[config.mk]
export PLATFORM = sky130hd
export DESIGN_NAME = modarith_top
export DESIGN_NICKNAME = d
export VERILOG_FILES = /design/src/common/modarith_pkg.sv /design/src/common/unit_if.sv /design/src/addsub/carry_select_addsub.sv /design/src/multiplier/word_serial_mul.sv /design/src/op_sequencer.sv /design/src/modarith_top.sv
export SDC_FILE = /design/constraint.sdc
export NUM_CORES = 2
export LEC_CHECK = 0
export BUFFER_PORTS_ARGS = -buffer_cell sky130_fd_sc_hd__buf_4
export CORE_MARGIN = 2
export CORE_UTILIZATION = 49
export DETAILED_ROUTE_END_ITERATION = 8
export PLACE_DENSITY = 0.78
export SETUP_SLACK_MARGIN = 0.4
export SLEW_MARGIN = 0
export SYNTH_ARGS = -nofsm -noshare
export SYNTH_HDL_FRONTEND = slang
export SYNTH_SLANG_ARGS = --single-unit
[constraint.sdc]
create_clock -name clk -period 14.8 [get_ports clk]
set_input_delay 0 -clock clk [delete_from_list [all_inputs] [get_ports clk]]
set_output_delay 0 -clock clk [all_outputs]
set_load 0.005 [all_outputs]
[src/common/modarith_pkg.sv]
package modarith_pkg;

	// ====================
	// Widths and defaults

	localparam int OP_W = 2;

	localparam int DEF_N = 64;     // Operand width
	localparam int DEF_WORD = 16;  // Word width of the partial products and the adder

	// Largest 64-bit prime, 2^64 - 59
	localparam logic [63:0] DEF_P = 64'hFFFF_FFFF_FFFF_FFC5;

	// ====================
	// Operation codes

	// Same encodings as the full prime-field unit
	typedef enum logic [OP_W-1:0] {
		OP_MONT = 2'b00,  // Montgomery product, not built here
		OP_ADD  = 2'b01,
		OP_SUB  = 2'b10,
		OP_MUL  = 2'b11   // Full 2N-bit product
	} op_t;

endpackage

[src/common/unit_if.sv]
`timescale 1ns/10ps

// Command and completion path between the sequencer and one arithmetic unit
interface unit_if import modarith_pkg::*; #(
	parameter int N = DEF_N
) ();

	logic start;             // One-cycle strobe, only while the unit is idle
	logic [N-1:0] a;
	logic [N-1:0] b;
	logic sub_mode;          // Subtract in the add/sub unit
	logic done;              // One-cycle strobe, result valid
	logic [2*N-1:0] result;

	modport ctrl (
		output start, a, b, sub_mode,
		input done, result
	);

	modport unit (
		input start, a, b, sub_mode,
		output done, result
	);

endinterface

[src/addsub/carry_select_addsub.sv]
`timescale 1ns/10ps

module carry_select_addsub #(
	parameter int N = 64,
	parameter int WORD = 16
) (
	input logic clk,
	input logic rst,
	unit_if.unit bus
);

	localparam int WORDS = N / WORD;

	logic [WORD:0] cand0 [WORDS];  // Plain sum or difference, top bit carry/borrow
	logic [WORD:0] cand1 [WORDS];  // Same with carry-in (or borrow-in) of one
	logic sel_pending;
	logic [N-1:0] sel_val;
	logic [WORDS:0] cy;

	// ====================
	// Cycle 1, per-word candidates
	always_ff @(posedge clk) begin : cand_regs
		logic [WORD:0] aw;
		logic [WORD:0] bw;
		if (bus.start) begin
			for (int i = 0; i < WORDS; i++) begin
				aw = {1'b0, bus.a[i*WORD +: WORD]};
				bw = {1'b0, bus.b[i*WORD +: WORD]};
				if (bus.sub_mode) begin
					cand0[i] <= aw - bw;
					cand1[i] <= aw - bw - 1'b1;
				end else begin
					cand0[i] <= aw + bw;
					cand1[i] <= aw + bw + 1'b1;
				end
			end
		end
	end

	// ====================
	// Cycle 2, carry chain picks a candidate per word
	always_comb begin
		cy[0] = 1'b0;
		for (int i = 0; i < WORDS; i++) begin
			sel_val[i*WORD +: WORD] = cy[i] ? cand1[i][WORD-1:0] : cand0[i][WORD-1:0];
			cy[i+1] = cy[i] ? cand1[i][WORD] : cand0[i][WORD];
		end
	end

	always_ff @(posedge clk) begin
		if (rst) begin
			sel_pending <= 1'b0;
			bus.done <= 1'b0;
		end else begin
			sel_pending <= bus.start;
			bus.done <= sel_pending;
		end
	end

	always_ff @(posedge clk) begin
		if (sel_pending)
			bus.result <= {{(N-1){1'b0}}, cy[WORDS], sel_val};  // Bit N is carry or borrow
	end

	done_two_after_start: assert property (@(posedge clk) disable iff (rst)
		bus.start |-> ##2 bus.done);

endmodule

[src/multiplier/word_serial_mul.sv]
`timescale 1ns/10ps

module word_serial_mul #(
	parameter int N = 64,
	parameter int WORD = 16
) (
	input logic clk,
	input logic rst,
	unit_if.unit bus
);

	localparam int WORDS = N / WORD;
	localparam int IDX_W = (WORDS > 1) ? $clog2(WORDS) : 1;

	logic [N-1:0] a_reg;
	logic [N-1:0] b_reg;
	logic [IDX_W-1:0] idx;      // Word of b fed to the row
	logic [IDX_W-1:0] row_idx;  // Word position of the registered row
	logic busy;
	logic row_vld;
	logic [WORD-1:0] b_word;
	logic [2*WORD-1:0] part [WORDS];
	logic [N+WORD-1:0] row;
	logic [N+WORD-1:0] row_reg;
	logic [2*N-1:0] row_ext;
	logic [2*N-1:0] acc;

	assign b_word = b_reg[idx*WORD +: WORD];

	// ====================
	// Row of word multipliers, a times one word of b
	for (genvar j = 0; j < WORDS; j++) begin : g_word_mul
		assign part[j] = a_reg[j*WORD +: WORD] * b_word;
	end

	always_comb begin
		row = '0;
		for (int j = 0; j < WORDS; j++)
			row = row + ({{(N-WORD){1'b0}}, part[j]} << (j*WORD));
	end

	assign row_ext = {{(N-WORD){1'b0}}, row_reg} << (row_idx*WORD);
	assign bus.result = acc;

	// ====================
	// Control
	always_ff @(posedge clk) begin
		if (rst) begin
			busy <= 1'b0;
			row_vld <= 1'b0;
			idx <= '0;
			bus.done <= 1'b0;
		end else begin
			bus.done <= row_vld && !busy;  // Last row accumulating
			if (bus.start) begin
				busy <= 1'b1;
				row_vld <= 1'b0;
				idx <= '0;
			end else begin
				row_vld <= busy;
				if (busy) begin
					idx <= idx + 1'b1;
					if (idx == IDX_W'(WORDS-1))
						busy <= 1'b0;
				end
			end
		end
	end

	// Operand load, row pipeline register and accumulator
	always_ff @(posedge clk) begin
		if (bus.start) begin
			a_reg <= bus.a;
			b_reg <= bus.b;
			acc <= '0;
		end else if (row_vld) begin
			acc <= acc + row_ext;
		end
		if (busy) begin
			row_reg <= row;
			row_idx <= idx;
		end
	end

	start_when_idle: assert property (@(posedge clk) disable iff (rst)
		bus.start |-> !(busy || row_vld));

endmodule

[src/op_sequencer.sv]
`timescale 1ns/10ps

module op_sequencer import modarith_pkg::*; #(
	parameter int N = DEF_N,
	parameter logic [N-1:0] P = DEF_P
) (
	input logic clk,
	input logic rst,
	input logic req,
	input op_t op,
	input logic [N-1:0] a,
	input logic [N-1:0] b,
	output logic ack,
	output logic [2*N-1:0] result,
	unit_if.ctrl as_bus,
	unit_if.ctrl mul_bus
);

	typedef enum logic [2:0] {
		ST_IDLE,
		ST_FIRST,     // First unit pass running
		ST_CORR,      // Adding or subtracting P
		ST_ACK,
		ST_WAIT_LOW
	} state_t;

	state_t state;
	op_t op_q;
	logic [N-1:0] as_val;
	logic as_over;

	assign as_val = as_bus.result[N-1:0];

	// Sum out of range, or difference went negative
	assign as_over = (op_q == OP_ADD) ? (as_bus.result[N] || as_val >= P) : as_bus.result[N];

	assign mul_bus.sub_mode = 1'b0;

	// ====================
	// Operation FSM
	always_ff @(posedge clk) begin
		if (rst) begin
			state <= ST_IDLE;
			ack <= 1'b0;
			as_bus.start <= 1'b0;
			mul_bus.start <= 1'b0;
		end else begin
			as_bus.start <= 1'b0;
			mul_bus.start <= 1'b0;
			case (state)
				ST_IDLE: begin
					if (req) begin
						op_q <= op;
						case (op)
							OP_ADD, OP_SUB: begin
								as_bus.start <= 1'b1;
								as_bus.a <= a;
								as_bus.b <= b;
								as_bus.sub_mode <= (op == OP_SUB);
								state <= ST_FIRST;
							end
							OP_MUL: begin
								mul_bus.start <= 1'b1;
								mul_bus.a <= a;
								mul_bus.b <= b;
								state <= ST_FIRST;
							end
							default: begin  // Montgomery dropped, answer zero at once
								result <= '0;
								ack <= 1'b1;
								state <= ST_ACK;
							end
						endcase
					end
				end
				ST_FIRST: begin
					if (op_q == OP_MUL) begin
						if (mul_bus.done) begin
							result <= mul_bus.result;
							ack <= 1'b1;
							state <= ST_ACK;
						end
					end else if (as_bus.done) begin
						if (as_over) begin
							as_bus.start <= 1'b1;
							as_bus.a <= as_val;
							as_bus.b <= P;
							as_bus.sub_mode <= (op_q == OP_ADD);  // Opposite of first pass
							state <= ST_CORR;
						end else begin
							result <= {{N{1'b0}}, as_val};
							ack <= 1'b1;
							state <= ST_ACK;
						end
					end
				end
				ST_CORR: begin
					if (as_bus.done) begin
						result <= {{N{1'b0}}, as_val};  // Wrap bit dropped
						ack <= 1'b1;
						state <= ST_ACK;
					end
				end
				default: begin
					if (!req) begin
						ack <= 1'b0;
						state <= ST_IDLE;
					end else begin
						state <= ST_WAIT_LOW;  // Back-pressure, hold ack and result
					end
				end
			endcase
		end
	end

	// ====================
	// Checks
	op_not_mont: assert property (@(posedge clk) disable iff (rst) req |-> op != OP_MONT)
		else $warning("Montgomery op requested, returning zero");

	ack_needs_req: assert property (@(posedge clk) disable iff (rst) (!req && !ack) |=> !ack);

	// One add/sub pass at a time
	as_one_pass: assert property (@(posedge clk) disable iff (rst)
		as_bus.start |=> (!as_bus.start until_with as_bus.done));

endmodule

[src/modarith_top.sv]
`timescale 1ns/10ps

module modarith_top import modarith_pkg::*; #(
	parameter int N = DEF_N,
	parameter int WORD = DEF_WORD,
	parameter logic [N-1:0] P = DEF_P
) (
	input logic clk,
	input logic rst,
	input logic req,
	input op_t op,
	input logic [N-1:0] a,
	input logic [N-1:0] b,
	output logic ack,
	output logic [2*N-1:0] result
);

	unit_if #(.N(N)) as_bus ();   // Sequencer to carry-select add/sub
	unit_if #(.N(N)) mul_bus ();  // Sequencer to word-serial multiplier

	op_sequencer #(
		.N(N),
		.P(P)
	) u_op_sequencer (
		.clk(clk),
		.rst(rst),
		.req(req),
		.op(op),
		.a(a),
		.b(b),
		.ack(ack),
		.result(result),
		.as_bus(as_bus),
		.mul_bus(mul_bus)
	);

	carry_select_addsub #(
		.N(N),
		.WORD(WORD)
	) u_carry_select_addsub (
		.clk(clk),
		.rst(rst),
		.bus(as_bus)
	);

	word_serial_mul #(
		.N(N),
		.WORD(WORD)
	) u_word_serial_mul (
		.clk(clk),
		.rst(rst),
		.bus(mul_bus)
	);

endmodule

### After elaboration in Yosys (flattened, before gate mapping)

Memory sizes are Yosys's and may differ from the RTL's.
Index checks and enable logic that the tools add are counted.
W data, S select, Z words.

| cells by class | value |
|---|---|
| $add $sub $neg | 21 |
| multipliers | 4 |
| $lt $le $gt $ge | 1 |
| equality and inequality tests | 19 |
| shift operators | 2 |
| muxes and demuxes | 75 |
| bitwise operators | 11 |
| reduce and logical (&&, ||, !) cells | 16 |

Operators by type and width:

| kind | count |
|---|---|
| $mux W128 | 7 |
| $mux W64 | 10 |
| $pmux W128 S3 | 1 |
| $pmux W64 S2 | 2 |
| $mux W17 | 8 |
| $add A128 B128 Y128 | 1 |
| $mul A16 B16 Y32 | 4 |
| $shl A80 B6 Y128 | 1 |
| $add A80 B64 Y80 | 1 |
| $add A80 B80 Y80 | 1 |
| $add A16 B16 Y17 | 4 |
| $add A17 B1 Y17 const B | 4 |
| $sub A16 B16 Y17 | 4 |
| $sub A17 B1 Y17 const B | 4 |
| $ge A64 B64 Y1 const B | 1 |
| $shiftx A64 B7 Y16 | 1 |
| $add A32 B48 Y49 | 1 |
| $mux W16 | 3 |
| $mux W1 | 33 |
| $mux W3 | 6 |
| $reduce_and A7 Y1 | 2 |
| $pmux W3 S3 | 1 |
| $eq A2 B2 Y1 const B | 4 |
| $ne A2 B2 Y1 const B | 4 |
| 25 further kinds | 41 |

| word-level totals | value |
|---|---|
| flip-flop bits (word level) | 803 |
| RAM bits | 136 |
| input port bits | 133 |
| output and inout port bits | 129 |
| logic and storage cells | 174 |
| memories | 2 |

Memory list:

| memory | words | bits a word | read ports | clocked after Yosys merged registers in | wr ports | line | RTL |
|---|---|---|---|---|---|---|---|
| u_carry_select_addsub.cand0 | 4 | 17 | 4 | 0 | 4 | carry_select_addsub.sv:14 | `logic [WORD:0] cand0 [WORDS];` |
| u_carry_select_addsub.cand1 | 4 | 17 | 3 | 0 | 4 | carry_select_addsub.sv:15 | `logic [WORD:0] cand1 [WORDS];` |

### Longest topological paths before layout

| logic depth | value |
|---|---|
| depth in word-level cells | 7 |
| depth in mapped cells | 55 |
| mapped depth without buffers | 51 |

### Cells and area by module

Synthesis repeated with hierarchy kept, for this count alone.

| unflattened totals | value |
|---|---|
| cells, all modules | 9197 |
| area total of the unflattened synthesis | 88864.0 µm² |

By module, submodules not included:

| module | instances | cells each | area an instance (µm²) | sequential area each (µm²) |
|---|---|---|---|---|
| word_serial_mul | 1 | 6579 | 58089.5 | 8968.6 |
| carry_select_addsub | 1 | 1717 | 16194.3 | 5565.3 |
| op_sequencer | 1 | 901 | 14580.2 | 11741.3 |

### Worst setup path after synthesis

OpenSTA, ideal clock, no wires.

| timing | value |
|---|---|
| kind | flip-flop to flip-flop |
| start | reg u_op_sequencer.op_q[1] |
| end | reg u_op_sequencer.as_bus.a[0] (enable) |
| library setup time | 933 ps |
| data arrival time | 13555 ps |
| data required time | 13867 ps |
| slack | 312 ps |
| cell stages (with the launch flop) | 8 |
| path buffers | 0 |
| clock period less this slack | 14488 ps |
| cell sequence | edfxtp_1 -> nand4b_1 -> a211o_1 -> nor3_1 -> a41oi_1 -> a21oi_1 -> a31oi_1 -> nor4_1 |

| between the ends | value |
|---|---|
| word-level cells in the longest chain between the ends | 4 |

RTL lines:

| element | line | RTL |
|---|---|---|
| start: declaration | op_sequencer.sv:28 | `op_t op_q;` |
| start signal: assignment | op_sequencer.sv:53 | `op_q <= op;` |
| $eq A2 B1 Y1 | op_sequencer.sv:35 | `assign as_over = (op_q == OP_ADD) ? (as_bus.result[N] \|\| as_val >= P) : as_bus.result[N];` |
| $mux W1 | op_sequencer.sv:35 |  |
| $ne A2 B1 Y1 (no line) | -- |  |
| $reduce_and A7 Y1 (no line) * | -- |  |
| end: declaration | unit_if.sv:16 | `output start, a, b, sub_mode,` |

Mark *: on every way between the ends. The rest lies on a longest branch, timed or not.
A chain may end at the register's enable or synchronous reset.

### Final worst setup path

| timing | value |
|---|---|
| start | reg u_word_serial_mul.idx[1] |
| end | reg u_word_serial_mul.row_reg[76], data pin |

| between the ends | value |
|---|---|
| word-level cells in the longest chain between the ends | 5 |

RTL lines:

| element | line | RTL |
|---|---|---|
| start: declaration | word_serial_mul.sv:17 | `logic [IDX_W-1:0] idx;` |
| start signal: assignment | word_serial_mul.sv:62 | `idx <= idx + 1'b1;` |
| $shiftx A64 B7 Y16 * | word_serial_mul.sv:28 | `assign b_word = b_reg[idx*WORD +: WORD];` |
| $mul A16 B16 Y32 | word_serial_mul.sv:33 | `assign part[j] = a_reg[j*WORD +: WORD] * b_word;` |
| $add A32 B48 Y49 | word_serial_mul.sv:39 | `row = row + ({{(N-WORD){1'b0}}, part[j]} << (j*WORD));` |
| $add A80 B64 Y80 | word_serial_mul.sv:39 |  |
| $add A80 B80 Y80 * | word_serial_mul.sv:39 |  |
| named net u_word_serial_mul.row[76] | word_serial_mul.sv:23 | `logic [N+WORD-1:0] row;` |
| end signal: assignment | word_serial_mul.sv:80 | `row_reg <= row;` |
| end: declaration | word_serial_mul.sv:24 | `logic [N+WORD-1:0] row_reg;` |

The timed path passes the listed nets; every way through them passes the cells marked *.

==> flow_summary_export.csv <==
group,metric,value,unit
global_routing,antenna_found_initial,28,
clock_tree,cts.htree.levels,3,
global_routing,globalRouteOverflowTotal,0,
yosys,synthesis.nets,10400,
clock_tree,cts_root_buf,"sky130_fd_sc_hd__clkbuf_16",
yosys,count_of_different_cell_masters_after_synthesis,98,
critical_path,required,15.32,ns
critical_path,biggest_cell_delay_along_the_critical_path,0.95,ns
detailed_routing,route.antenna.remaining_nets,0,
yosys,synth_seq_cells,922,
clock_tree,path_clk_slew,0.06,ns
floorplan,dieWidth,424,µm
yosys,synth-edff-count,781,
hold_path,min_to,"u_op_sequencer.mul_bus.b[12]",
yosys,synth_sequential_area_ratio,30.4,%
critical_path,worstRegToRegCells,45,
detailed_routing,drt_drc_violations_left,0,
floorplan,floorplan.die_area,0.180,mm²
sta,maximum_achievable_frequency,0.0741,GHz
detailed_routing,avgViaCountPerCell,5.86,
sta,skew,0.0793,ns
yosys,yosys_warnings,0,
hold_path,hold_depth,2,
detailed_routing,detail_route.first_pass.iterations,6,
floorplan,core,0.176,mm²
yosys,top_cells_by_area_synth,"sky130_fd_sc_hd__edfxtp_1 (27%), sky130_fd_sc_hd__fa_1 (19%), sky130_fd_sc_hd__ha_1 (11%)",
sta,rsz0062_at_grt,"no",
placed_design,hpwlAfterDp,217000,µm
status,status,"finished with violations",
detailed_routing,routed-via-count,67100,
clock_tree,clock_tree_from_tritoncts,"built",
global_routing,grt_first_pass_wirelength,413000,µm
status,violations,"max-capacitance violations",
hold_path,hold_path.class,"input pin to flip-flop",
hold_path,min-delay-start,"b[12]",
critical_path,critPathKind,"flip-flop to flip-flop",
critical_path,worst_setup_path_start_kind,"flip-flop",
detailed_routing,drtIter0Drc,6795,
layout,growth_of_design_area_from_synthesis_to_finish,11.5,%
yosys,synthCells,8720,
critical_path,crit_path_end_kind,"flip-flop",
yosys,synth_area,0.0864,mm²
detailed_routing,routedWlPerCell,24.1,µm
global_routing,grt_start_max_net_pins,100,
critical_path,critPathMaxFanout,37,
global_routing,track_usage,30.5,%
yosys,synth_top_cell_area_share,27.1,%
floorplan,die_y,424,µm
yosys,synth_top_flop_cell,"sky130_fd_sc_hd__edfxtp_1",
sta,timing.setup.tns,0,ns
detailed_routing,route.final.wire_length,276000,µm
critical_path,setup.worst_path.start,"u_word_serial_mul.idx[1]",
critical_path,setup.reg_to_reg.worst_slack,1.31,ns
global_routing,via_count_of_the_first_global_routing_pass,67400,
clock_tree,cts-root-to-sink-buffers,3,
job,maxCapViolCount,1,
sta,max_slew_margin,1.19,%
yosys,synth_area_leader_cell,"sky130_fd_sc_hd__edfxtp_1",
clock_tree,clkLatencyLatePin,0.79,ns
sta,post-route-min-period,13.49,ns
floorplan,num_rows,154,
sta,final_max_slew_viol_count,0,
layout,final.fill_count,15000,
sta,max_slew.worst_pin.slew,1.47,ns
clock_tree,postCtsResizedCells,0,
floorplan,starting_utilization_of_the_core_area,49.2,%
sta,final.period_utilization,91.1,%
placed_design,place.port_buffers,261,
floorplan,io_pins,262,
critical_path,r2r-start,"u_word_serial_mul.idx[1]",
clock_tree,inserted_clock_buffers,101,
sta,timing.final.hold_violations,0,
yosys,avg_synthesized_cell_area,9.91,µm²
critical_path,r2r_end,"u_word_serial_mul.row_reg[76]",
layout,final_layout_size_suffix_gt1_share,8.73,%
yosys,synthArstFlopShare,0,%
placed_design,finalWeightedCongestion,1.03,
clock_tree,clock_sink_count,922,
sta,setup-violations-final,0,
critical_path,cp_slowest_cell,"sky130_fd_sc_hd__dfxtp_1",
critical_path,worst_ep_arrival_time,14.01,ns
layout,final_nets,10700,
layout make-up:
class | instances | area [µm²] | share of cell area (%)
flip-flops and latches | 922 | 26300 | 27.3
repair buffers | 584 | 4980 | 5.17
well taps | 2340 | 2930 | 3.04
multi-input cells | 6252 | 54400 | 56.4
clock inverters | 65 | 793 | 0.823
clock buffers | 124 | 2670 | 2.77
inverters | 1140 | 4280 | 4.44
diodes | 21 | 52.6 | 0.0545
per-layer routing:
layer  global-route usage (%)  vias to the layer above  wire length (µm)
li1                         -                    29800                 -
met1                     40.2                    33300            110000
met5                        0                        -               176
met3                     5.82                      669             24700
met2                     47.4                     3294            124000
met4                     16.5                       26             17100
per-stage QoR:
stage                     worst slack (ns)  hold slack (ns)  util (%)  std cells  cell area, µm²
after floorplan                       2.24           0.0716         -       8720           86500
after global placement                1.64            0.186      51.5      11000           90500
after detailed placement              1.53            0.186      51.5      11000           90500
after CTS                             1.52         0.000281      54.8      11400           96400
after global routing                 0.665           0.0188      54.8      11400           96400
final                                 1.31           0.0458      54.9      11400           96400
timing repair:
action	CTS	global route
setup endpoints to repair	0	0
hold buffers	235	0
buffers inserted	0	0
endpoints found under the hold margin	274	0
kinds of logic (layout without fill, tap and decap cells):
kind of cell	Yosys count	after routing	share of synthesized area, %
DFF	922	922	30.4
muxes	296	296	3.85
adders and majority gates	1562	1562	29.6
xor gates and xnor gates	450	450	4.56
and+or+nand+nor	2526	2526	14.4
other	0	21	0
buffers and inverters	1546	1913	6.73
AOI/OAI and AO/OA	1418	1418	10.5
critical path: cells and delay by family, from the launching register on:
| kind | cells | cell delay [ns] |
|---|---|---|
| AO/OA/AOI/OAI | 15 | 3.45 |
| multiplexers | 1 | 0.94 |
| adder cells (fa/ha/maj) | 12 | 4.71 |
| XOR/XNOR | 3 | 0.41 |
| AND/OR/NAND/NOR | 11 | 2.50 |
| flip-flops | 1 | 0.95 |
| buffers and inverters | 3 | 0.22 |
worst max-delay path by stage:
stage | end | cells after the start
floorplan | u_word_serial_mul.row_reg[76] | 51
global placement | u_word_serial_mul.row_reg[76] | 46
detailed placement | u_word_serial_mul.row_reg[76] | 47
CTS | u_word_serial_mul.row_reg[76] | 45
global route | u_word_serial_mul.row_reg[76] | 48
finish | u_word_serial_mul.row_reg[76] | 45
cells in the final DEF (no fill, tap or decap), types with 30 or more instances in the layout:
cell and instances:
sky130_fd_sc_hd__o21ai_0 260, sky130_fd_sc_hd__a31oi_1 33, sky130_fd_sc_hd__xnor2_1 315, sky130_fd_sc_hd__fa_1 803
sky130_fd_sc_hd__a21oi_1 452, sky130_fd_sc_hd__nor3_1 101, sky130_fd_sc_hd__nand4_1 97, sky130_fd_sc_hd__nand2_1 925
sky130_fd_sc_hd__edfxtp_1 781, sky130_fd_sc_hd__and2_1 554, sky130_fd_sc_hd__o21bai_1 86, sky130_fd_sc_hd__nand3_1 62
sky130_fd_sc_hd__a211oi_1 30, sky130_fd_sc_hd__dlygate4sd3_1 235, sky130_fd_sc_hd__nor2_1 393, sky130_fd_sc_hd__inv_1 1136
sky130_fd_sc_hd__and3_1 50, sky130_fd_sc_hd__xor2_1 135, sky130_fd_sc_hd__nand2b_1 54, sky130_fd_sc_hd__or2_2 78
sky130_fd_sc_hd__a22o_1 81, sky130_fd_sc_hd__mux2i_1 145, sky130_fd_sc_hd__nor2b_1 66, sky130_fd_sc_hd__a21o_1 140
sky130_fd_sc_hd__mux2_2 130, sky130_fd_sc_hd__nor4_1 34, sky130_fd_sc_hd__dfxtp_1 136, sky130_fd_sc_hd__ha_1 759
sky130_fd_sc_hd__o21ai_1 56, sky130_fd_sc_hd__clkbuf_16 101, sky130_fd_sc_hd__o21a_1 49, sky130_fd_sc_hd__buf_4 348
cells in the mapped netlist (30+ instances only):
cell type                  number
sky130_fd_sc_hd__clkbuf_1     374
sky130_fd_sc_hd__o21ai_1       56
sky130_fd_sc_hd__a21o_1       140
sky130_fd_sc_hd__and2_1       555
sky130_fd_sc_hd__o21a_1        49
sky130_fd_sc_hd__nand2_1      925
sky130_fd_sc_hd__mux2_2       130
sky130_fd_sc_hd__edfxtp_1     781
sky130_fd_sc_hd__xnor2_1      315
sky130_fd_sc_hd__nand4_1       97
sky130_fd_sc_hd__or2_2         78
sky130_fd_sc_hd__ha_1         759
sky130_fd_sc_hd__and3_1        51
sky130_fd_sc_hd__fa_1         803
sky130_fd_sc_hd__a22o_1        81
sky130_fd_sc_hd__nor2b_1       67
sky130_fd_sc_hd__o21ai_0      260
sky130_fd_sc_hd__xor2_1       135
sky130_fd_sc_hd__nor3_1       103
sky130_fd_sc_hd__dfxtp_1      141
sky130_fd_sc_hd__a21oi_1      452
sky130_fd_sc_hd__nand3_1       62
sky130_fd_sc_hd__nand2b_1      55
sky130_fd_sc_hd__o21bai_1      86
sky130_fd_sc_hd__nor4_1        35
sky130_fd_sc_hd__mux2i_1      147
sky130_fd_sc_hd__a31oi_1       33
sky130_fd_sc_hd__nor2_1       396
sky130_fd_sc_hd__a211oi_1      30
sky130_fd_sc_hd__inv_1       1137
Power is left out: the tool's default activity adds up to more than one toggle a clock period on the data nets, which glitch-free logic cannot reach.
